===== config.mk =====
export PLATFORM = sky130hd
export DESIGN_NAME = arm_regfile
export DESIGN_NICKNAME = d
export VERILOG_FILES = /design/src/verilog/rf_pkg.sv /design/src/verilog/arm_regfile.sv /design/src/verilog/bank_view.sv /design/src/verilog/gpr_bank.sv /design/src/verilog/psr_bank.sv
export VERILOG_INCLUDE_DIRS = /design/src /design/src/include
export SDC_FILE = /design/constraint.sdc
export NUM_CORES = 2
export LEC_CHECK = 0
export ABC_AREA = 1
export BUFFER_PORTS_ARGS = -buffer_cell sky130_fd_sc_hd__buf_2
export CAP_MARGIN = 20
export CORE_ASPECT_RATIO = 2
export CORE_MARGIN = 1.5
export CORE_UTILIZATION = 25
export CTS_BUF_LIST = sky130_fd_sc_hd__clkbuf_8 sky130_fd_sc_hd__clkbuf_16
export DETAILED_ROUTE_END_ITERATION = 8
export GPL_TIMING_DRIVEN = 0
export PLACE_DENSITY_LB_ADDON = 0.15
export SLEW_MARGIN = 10
export SYNTH_ARGS = -nofsm -noshare
export SYNTH_HDL_FRONTEND = slang
export SYNTH_SLANG_ARGS = --single-unit
export TNS_END_PERCENT = 5

===== constraint.sdc =====
create_clock -name sysclk -period 12.1 [get_ports sysclk]
set_clock_uncertainty 0.05 [all_clocks]
set_input_delay 2.42 -clock sysclk [delete_from_list [all_inputs] [get_ports sysclk]]
set_output_delay 2.42 -clock sysclk [all_outputs]
set_load 0.03 [all_outputs]

===== src/include/rf_defs.svh =====
// widths and counts for the banked register file
// the layout of the physical index space is fixed by rf_pkg::bank_index
`ifndef RF_DEFS_SVH
`define RF_DEFS_SVH

// data word and PSR width
`define RF_DATA_W 32

// logical register address, r0..r15
`define RF_ADDR_W 4

// flags word as seen on the PSR write port
`define RF_FLAGS_W 11

// user r0-r15, fiq r8-r14, then r13/r14 for irq, svc, abt, und
`define RF_PHYS_REGS 31

// r15 is never banked
`define RF_PC_ADDR 15

`endif


===== src/verilog/rf_pkg.sv =====
// types and helpers shared by the register file blocks
// bank_index is the single place where the banking rule lives
`include "rf_defs.svh"

package rf_pkg;

	// ARM7 mode field encodings
	typedef enum logic [4:0]
	{
		MODE_USR = 5'b10000,
		MODE_FIQ = 5'b10001,
		MODE_IRQ = 5'b10010,
		MODE_SVC = 5'b10011,
		MODE_ABT = 5'b10111,
		MODE_UND = 5'b11011
	} cpu_mode_e;

	typedef enum logic [0:0]
	{
		PSR_CPSR = 1'b0,
		PSR_SPSR = 1'b1
	} psr_sel_e;

	typedef logic [4:0] phys_idx_t;

	typedef logic [`RF_PHYS_REGS-1:0][`RF_DATA_W-1:0] gpr_array_t;

	typedef struct packed
	{
		logic load;
		logic [`RF_ADDR_W-1:0] addr;
		logic [`RF_DATA_W-1:0] data;
	} reg_write_t;

	typedef struct packed
	{
		logic load;
		psr_sel_e sel;
		logic [`RF_FLAGS_W-1:0] flags;
	} psr_write_t;

	typedef struct packed
	{
		logic [`RF_ADDR_W-1:0] a;
		logic [`RF_ADDR_W-1:0] b;
		logic [`RF_ADDR_W-1:0] c;
	} read_addr_t;

	typedef struct packed
	{
		logic [`RF_DATA_W-1:0] a;
		logic [`RF_DATA_W-1:0] b;
		logic [`RF_DATA_W-1:0] c;
	} read_data_t;

	// logical address in a given mode to physical register
	function automatic phys_idx_t bank_index(cpu_mode_e mode, logic [`RF_ADDR_W-1:0] addr);
		phys_idx_t idx;
		phys_idx_t base;
		idx = phys_idx_t'(addr);
		case (mode)
		MODE_IRQ: base = 5'd23;
		MODE_SVC: base = 5'd25;
		MODE_ABT: base = 5'd27;
		MODE_UND: base = 5'd29;
		default: base = 5'd0;
		endcase
		if (mode == MODE_FIQ && addr >= 4'd8 && addr != 4'd15)
			idx = phys_idx_t'(addr) + 5'd8;
		else if (base != 5'd0 && (addr == 4'd13 || addr == 4'd14))
			idx = base + phys_idx_t'(addr - 4'd13);
		return idx;
	endfunction

	function automatic logic mode_valid(logic [4:0] m);
		return m inside {MODE_USR, MODE_FIQ, MODE_IRQ, MODE_SVC, MODE_ABT, MODE_UND};
	endfunction

	// flags go to 31..28, 7..6 and 4..0; the rest reads as zero
	function automatic logic [`RF_DATA_W-1:0] pack_flags(logic [`RF_FLAGS_W-1:0] f);
		return {f[10:7], 20'b0, f[6:5], 1'b0, f[4:0]};
	endfunction

endpackage

===== src/verilog/arm_regfile.sv =====
// ARM7-style banked register file, three read ports and one write port
// all reads are combinational; writes and mode changes land at the edge
`include "rf_defs.svh"

module arm_regfile
(
	input logic sysclk,
	input logic arst_n,
	input rf_pkg::reg_write_t wr,
	input logic [`RF_DATA_W-1:0] pc_write,
	input rf_pkg::psr_write_t psr_wr,
	input rf_pkg::psr_sel_e psr_rd_sel,
	input rf_pkg::read_addr_t rd_addr,
	output rf_pkg::read_data_t rd_data,
	output logic [`RF_DATA_W-1:0] pc_read,
	output logic [`RF_DATA_W-1:0] psr_read
);

	rf_pkg::cpu_mode_e mode;
	rf_pkg::gpr_array_t regs;

	gpr_bank i_gpr
	(
		.sysclk (sysclk),
		.arst_n (arst_n),
		.wr (wr),
		.pc_write (pc_write),
		.mode (mode),
		.regs (regs),
		.pc_read (pc_read)
	);

	psr_bank i_psr
	(
		.sysclk (sysclk),
		.arst_n (arst_n),
		.psr_wr (psr_wr),
		.psr_rd_sel (psr_rd_sel),
		.mode (mode),
		.psr_read (psr_read)
	);

	bank_view i_view
	(
		.regs (regs),
		.mode (mode),
		.rd_addr (rd_addr),
		.rd_data (rd_data)
	);

endmodule


===== src/verilog/bank_view.sv =====
// three combinational read ports over the physical registers
// each address is banked through the current mode
`include "rf_defs.svh"

module bank_view
(
	input rf_pkg::gpr_array_t regs,
	input rf_pkg::cpu_mode_e mode,
	input rf_pkg::read_addr_t rd_addr,
	output rf_pkg::read_data_t rd_data
);

	rf_pkg::phys_idx_t idx_a;
	rf_pkg::phys_idx_t idx_b;
	rf_pkg::phys_idx_t idx_c;

	assign idx_a = rf_pkg::bank_index(mode, rd_addr.a);
	assign idx_b = rf_pkg::bank_index(mode, rd_addr.b);
	assign idx_c = rf_pkg::bank_index(mode, rd_addr.c);

	// indices stay below RF_PHYS_REGS for every legal mode
	assign rd_data.a = regs[idx_a];
	assign rd_data.b = regs[idx_b];
	assign rd_data.c = regs[idx_c];

endmodule


===== src/verilog/gpr_bank.sv =====
// 31 physical general registers with banked write decode
// r15 follows pc_write every cycle unless the write port targets it
`include "rf_defs.svh"

module gpr_bank
(
	input logic sysclk,
	input logic arst_n,
	input rf_pkg::reg_write_t wr,
	input logic [`RF_DATA_W-1:0] pc_write,
	input rf_pkg::cpu_mode_e mode,
	output rf_pkg::gpr_array_t regs,
	output logic [`RF_DATA_W-1:0] pc_read
);

	rf_pkg::phys_idx_t wr_idx;

	// mode is a register output, so a same-cycle CPSR write is not seen here
	assign wr_idx = rf_pkg::bank_index(mode, wr.addr);

	always_ff @(posedge sysclk or negedge arst_n)
	begin
		if (!arst_n)
		begin
			regs <= '0;
		end
		else
		begin
			for (int i = 0; i < `RF_PHYS_REGS; i++)
			begin
				if (wr.load && wr_idx == rf_pkg::phys_idx_t'(i))
				begin
					regs[i] <= wr.data;
				end
				else if (i == `RF_PC_ADDR)
				begin
					// pc path loses to a bus write of r15
					regs[i] <= pc_write;
				end
			end
		end
	end

	assign pc_read = regs[`RF_PC_ADDR];

	wr_fields_known: assert property (@(posedge sysclk) disable iff (!arst_n)
		wr.load |-> !$isunknown({wr.addr, wr.data}))
		else $error("register write with unknown address or data");

endmodule


===== src/verilog/psr_bank.sv =====
// CPSR and the five SPSRs, written through the 11-bit flags word
// CPSR writes with an illegal mode field are dropped, so mode stays legal
// user mode has no SPSR; its reads give zero and its writes are ignored
`include "rf_defs.svh"

module psr_bank
(
	input logic sysclk,
	input logic arst_n,
	input rf_pkg::psr_write_t psr_wr,
	input rf_pkg::psr_sel_e psr_rd_sel,
	output rf_pkg::cpu_mode_e mode,
	output logic [`RF_DATA_W-1:0] psr_read
);

	localparam int SPSR_CNT = 5;

	logic [`RF_DATA_W-1:0] cpsr_q;
	logic [SPSR_CNT-1:0][`RF_DATA_W-1:0] spsr_q;
	logic [`RF_DATA_W-1:0] flags_psr;
	rf_pkg::cpu_mode_e new_mode;
	logic [2:0] cur_slot;
	logic [2:0] new_slot;
	logic cpsr_ld;
	logic spsr_ld;
	logic autosave;

	// SPSR slot per privileged mode
	function automatic logic [2:0] spsr_slot(rf_pkg::cpu_mode_e m);
		case (m)
		rf_pkg::MODE_IRQ: spsr_slot = 3'd1;
		rf_pkg::MODE_SVC: spsr_slot = 3'd2;
		rf_pkg::MODE_ABT: spsr_slot = 3'd3;
		rf_pkg::MODE_UND: spsr_slot = 3'd4;
		default: spsr_slot = 3'd0;
		endcase
	endfunction

	assign mode = rf_pkg::cpu_mode_e'(cpsr_q[4:0]);
	assign flags_psr = rf_pkg::pack_flags(psr_wr.flags);
	assign new_mode = rf_pkg::cpu_mode_e'(psr_wr.flags[4:0]);
	assign cur_slot = spsr_slot(mode);
	assign new_slot = spsr_slot(new_mode);

	assign cpsr_ld = psr_wr.load && psr_wr.sel == rf_pkg::PSR_CPSR &&
		rf_pkg::mode_valid(psr_wr.flags[4:0]);
	assign spsr_ld = psr_wr.load && psr_wr.sel == rf_pkg::PSR_SPSR &&
		mode != rf_pkg::MODE_USR;

	// leaving user mode keeps the old CPSR in the new mode's SPSR
	assign autosave = cpsr_ld && mode == rf_pkg::MODE_USR &&
		new_mode != rf_pkg::MODE_USR;

	always_ff @(posedge sysclk or negedge arst_n)
	begin
		if (!arst_n)
		begin
			cpsr_q <= {{(`RF_DATA_W-5){1'b0}}, rf_pkg::MODE_SVC};
			spsr_q <= '0;
		end
		else
		begin
			if (cpsr_ld)
			begin
				cpsr_q <= flags_psr;
			end
			if (autosave)
			begin
				spsr_q[new_slot] <= cpsr_q;
			end
			else if (spsr_ld)
			begin
				spsr_q[cur_slot] <= flags_psr;
			end
		end
	end

	always_comb
	begin
		if (psr_rd_sel == rf_pkg::PSR_CPSR)
			psr_read = cpsr_q;
		else if (mode == rf_pkg::MODE_USR)
			psr_read = '0;
		else
			psr_read = spsr_q[cur_slot];
	end

	cpsr_mode_legal: assert property (@(posedge sysclk) disable iff (!arst_n)
		rf_pkg::mode_valid(cpsr_q[4:0]))
		else $error("CPSR holds illegal mode field %b", cpsr_q[4:0]);

endmodule


==> results.sh <==
export IMPL_insertion_delay_ns=0.86
export IMPL_cp_max_fo=10
export IMPL_max_slew_margin_rel_pct=11.1
export IMPL_ant_nets=0
export IMPL_vdd_drop_max_v=0.000129
export IMPL_slowest_delay_ns=1.01
export IMPL_numCtsBuffers=114
export IMPL_clkTransAtPathRegs_ns=0.07
export IMPL_num_vias=93751
export IMPL_fin_crit_sh_pct=83.3
export IMPL_hp_class="reg2reg"
export IMPL_die_width_um=393
export IMPL_tightest_slew_ns=1.33
export IMPL_status="complete, no violations"
export IMPL_finalHoldViolations=0
export IMPL_nets=13034
export IMPL_critPathArrivalTime_ns=7.61
export IMPL_grt_pass1_wl_mm=812
export IMPL_cts_resized_gates=0
export IMPL_num_rows=286
export IMPL_synth_seq_cells=1058
export IMPL_finalSetupViolCount=0
export IMPL_fp_dieH_um=782
export IMPL_fillCellCount=35146
export IMPL_syn_area_sq_um=75900
export IMPL_wl_per_cell_um=35.9
export IMPL_fin_util_pct=29.0
export IMPL_cap_violations=0
export IMPL_drt_first_iter_violations=10161
export IMPL_drv_slew=0
export IMPL_grt_usage_pct=39.4
export IMPL_finalWorstPathRequiredPeriod_ns=10.08
export IMPL_cts_sinks=1058
export IMPL_h_tree_depth=3
export IMPL_crit_chain="buf_2 -> inv_1 -> ha_1 -> inv_1 -> ha_1 -> fa_1 -> o21ai_2 -> inv_2 -> clkbuf_2 -> clkbuf_1 -> nand2_1 -> nand3_1 -> nand3_1 -> nand2_1 -> buf_2"
export IMPL_grt_start_max_net_pins=129
export IMPL_place_congestion=1.11
export IMPL_grt_pass1_vias=92112
export IMPL_avgSynthCellArea_sq_um=6.09
export IMPL_dp_cells=16796
export IMPL_drc_errors=0
export IMPL_fmax_mhz=99.2
export IMPL_startpoint_type="input port"
export IMPL_crit_path_end_kind="output pin"
export IMPL_cts_setup_buffers=0
export IMPL_required_ns=9.63
export IMPL_dr_pass1_iters=7
export IMPL_slowest_stage="o21ai_2"
export IMPL_io_buffers=232
export IMPL_critical_path_class="in2out"
export IMPL_area_delta_synth_final_pct=15.8
export IMPL_synth_ff_type="dfrtp_1"
export IMPL_boundaryPins=257
export IMPL_floorplan_core_area_sq_um=303000
export IMPL_clock_path_buffers=3
export IMPL_fp_dieArea_sq_um=307000
export IMPL_cts_hold_buf=0
export IMPL_rrSetupSlack_ns=6.36
export IMPL_initial_core_util_pct=25.1
export IMPL_viasPerCell=5.48
export IMPL_antenna_found_initial=101
export IMPL_p_total_mw=15.4
export IMPL_grt_overflow_total=0
export IMPL_synthArstFlopShare_pct=100
export IMPL_dp_hpwl_mm=489
export IMPL_power_density_nw_per_um2=175
export IMPL_wirelength_mm=614
export IMPL_yosysWarnings=0
export IMPL_synth_edf_count=0
export IMPL_drive_gt1_share_pct=7.50
export IMPL_fin_setup_tns_ns=0
export IMPL_ys_seq_area_share_pct=34.9
export IMPL_synthCells=12467
export IMPL_p_leak_nw=45.5
export IMPL_synthDistinctLibCells=39
export IMPL_root_buffer="clkbuf_16"
export IMPL_rsz0062_at_grt="false"
export IMPL_instances_no_fill=17102
export IMPL_cts_tree="done"
==> cell families after synthesis <==
kind of cell             synth area share, %
adder cells (fa/ha/maj)                0.501
flip-flops                              34.9
AND/OR/NAND/NOR                         45.0
XOR/XNOR                               0.138
buffers and inverters                   11.7
AO/OA/AOI/OAI                           7.76
other                                0.00494
==> synth_stat cells, types with 6 or more instances <==
master / number / area, sq um
xnor2_1: 8 / 70.1
nand2_1: 4590 / 17200
o32ai_1: 6 / 52.6
nand2_4: 10 / 113
dfrtp_1: 1055 / 26400
nor2_1: 257 / 965
nand3_1: 3119 / 15600
a21oi_1: 53 / 265
inv_2: 13 / 48.8
buf_4: 79 / 593
buf_1: 141 / 529
buf_2: 255 / 1280
clkbuf_1: 629 / 2360
nand2_2: 19 / 119
o221ai_1: 6 / 52.6
o22ai_1: 11 / 68.8
o21ai_1: 517 / 2590
o21ai_0: 540 / 2700
inv_1: 1078 / 4050
ha_1: 24 / 300
o21ai_2: 9 / 78.8
nor2_2: 10 / 62.6
==> final timing paths <==
check                                                 start                     endpoint  depth (start not counted)
worst max-delay path                             rd_addr[9]                  rd_data[95]                         15
worst min register to register  i_gpr.regs[719]$_DFFE_PN0P_  i_gpr.regs[719]$_DFFE_PN0P_                          2
min in group asynchronous                            arst_n  i_gpr.regs[474]$_DFFE_PN0P_                          1
max in group asynchronous                            arst_n  i_gpr.regs[808]$_DFFE_PN0P_                          4
worst min-delay path            i_gpr.regs[719]$_DFFE_PN0P_  i_gpr.regs[719]$_DFFE_PN0P_                          2
worst max register to register  i_psr.cpsr_q[0]$_DFFE_PN1P_  i_gpr.regs[805]$_DFFE_PN0P_                         18
==> critical path: cells and delay by family <==
kind | cells | cell delay, ns
buffers and inverters | 7 | 2.15
AO/OA/AOI/OAI | 1 | 1.01
adder cells (fa/ha/maj) | 3 | 1.00
AND/OR/NAND/NOR | 4 | 1.00
==> power breakdown <==
group / leakage [nW] / internal, mW / total, mW / switching, mW
registers: 13.9 / 4.29 / 4.74 / 0.447
clock network: 2.04 / 2.28 / 4.16 / 1.89
logic: 29.5 / 1.61 / 6.52 / 4.91
total: 45.5 / 8.17 / 15.4 / 7.25
==> metrics by stage <==
step | hold slack (ns) | instance area (sq um) | worst slack [ns]
final | 0.434 | 87900 | 2.02
after global routing | 0.451 | 87800 | 2.15
after CTS | 0.439 | 87300 | 2.29
after detailed placement | 0.423 | 83200 | 2.30
after global placement | 0.415 | 82200 | -18.00
after floorplan | 0.394 | 76000 | 4.88
==> cell usage in the layout (no fill, tap or decap), drive strengths merged <==
| master | synthesis | final |
|---|---|---|
| a21oi | 53 | 53 |
| a31oi | 1 | 1 |
| buf | 477 | 779 |
| bufinv | 0 | 20 |
| clkbuf | 629 | 766 |
| clkinv | 1 | 20 |
| clkinvlp | 0 | 15 |
| conb | 1 | 21 |
| dfrtp | 1055 | 1055 |
| dfstp | 3 | 3 |
| diode | 0 | 66 |
| fa | 4 | 4 |
| ha | 24 | 24 |
| inv | 1091 | 1115 |
| nand2 | 4619 | 4619 |
| nand3 | 3121 | 3121 |
| nand4 | 2 | 2 |
| nor2 | 269 | 269 |
| nor3 | 6 | 6 |
| o2111ai | 1 | 1 |
| o211ai | 4 | 4 |
| o21ai | 1066 | 1066 |
| o221ai | 6 | 6 |
| o22ai | 11 | 11 |
| o311ai | 1 | 1 |
| o31ai | 4 | 4 |
| o32ai | 6 | 6 |
| xnor2 | 8 | 8 |
| xor2 | 4 | 4 |
==> sequential cells by signal (all words and copies together) (netlist names) <==
signal,count
i_gpr.pc_read,32
i_gpr.regs,960
i_psr.cpsr_q,11
i_psr.spsr_q,55
==> routing by layer <==
layer | up-vias | wire length (um) | GRT usage [%]
met1 | 44566 | 193000 | 37.2
met2 | 5670 | 288000 | 64.9
met4 | 30 | 86500 | 44.9
met5 | - | 228 | 0.0319
met3 | 2597 | 46000 | 10.2
li1 | 40888 | - | -
==> layout make-up <==
class	count	area (sq um)	area share, %
antenna	66	165	0.188
buffer	1106	4850	5.52
clock buffer	133	3130	3.55
clock inverter	78	998	1.14
inverter	1092	4100	4.66
multi-input combinational	9231	40700	46.3
sequential	1058	26500	30.1
tap	4032	5040	5.74
timing repair buffer	306	2490	2.83
No activity file was read; power rests on OpenSTA's default activity.
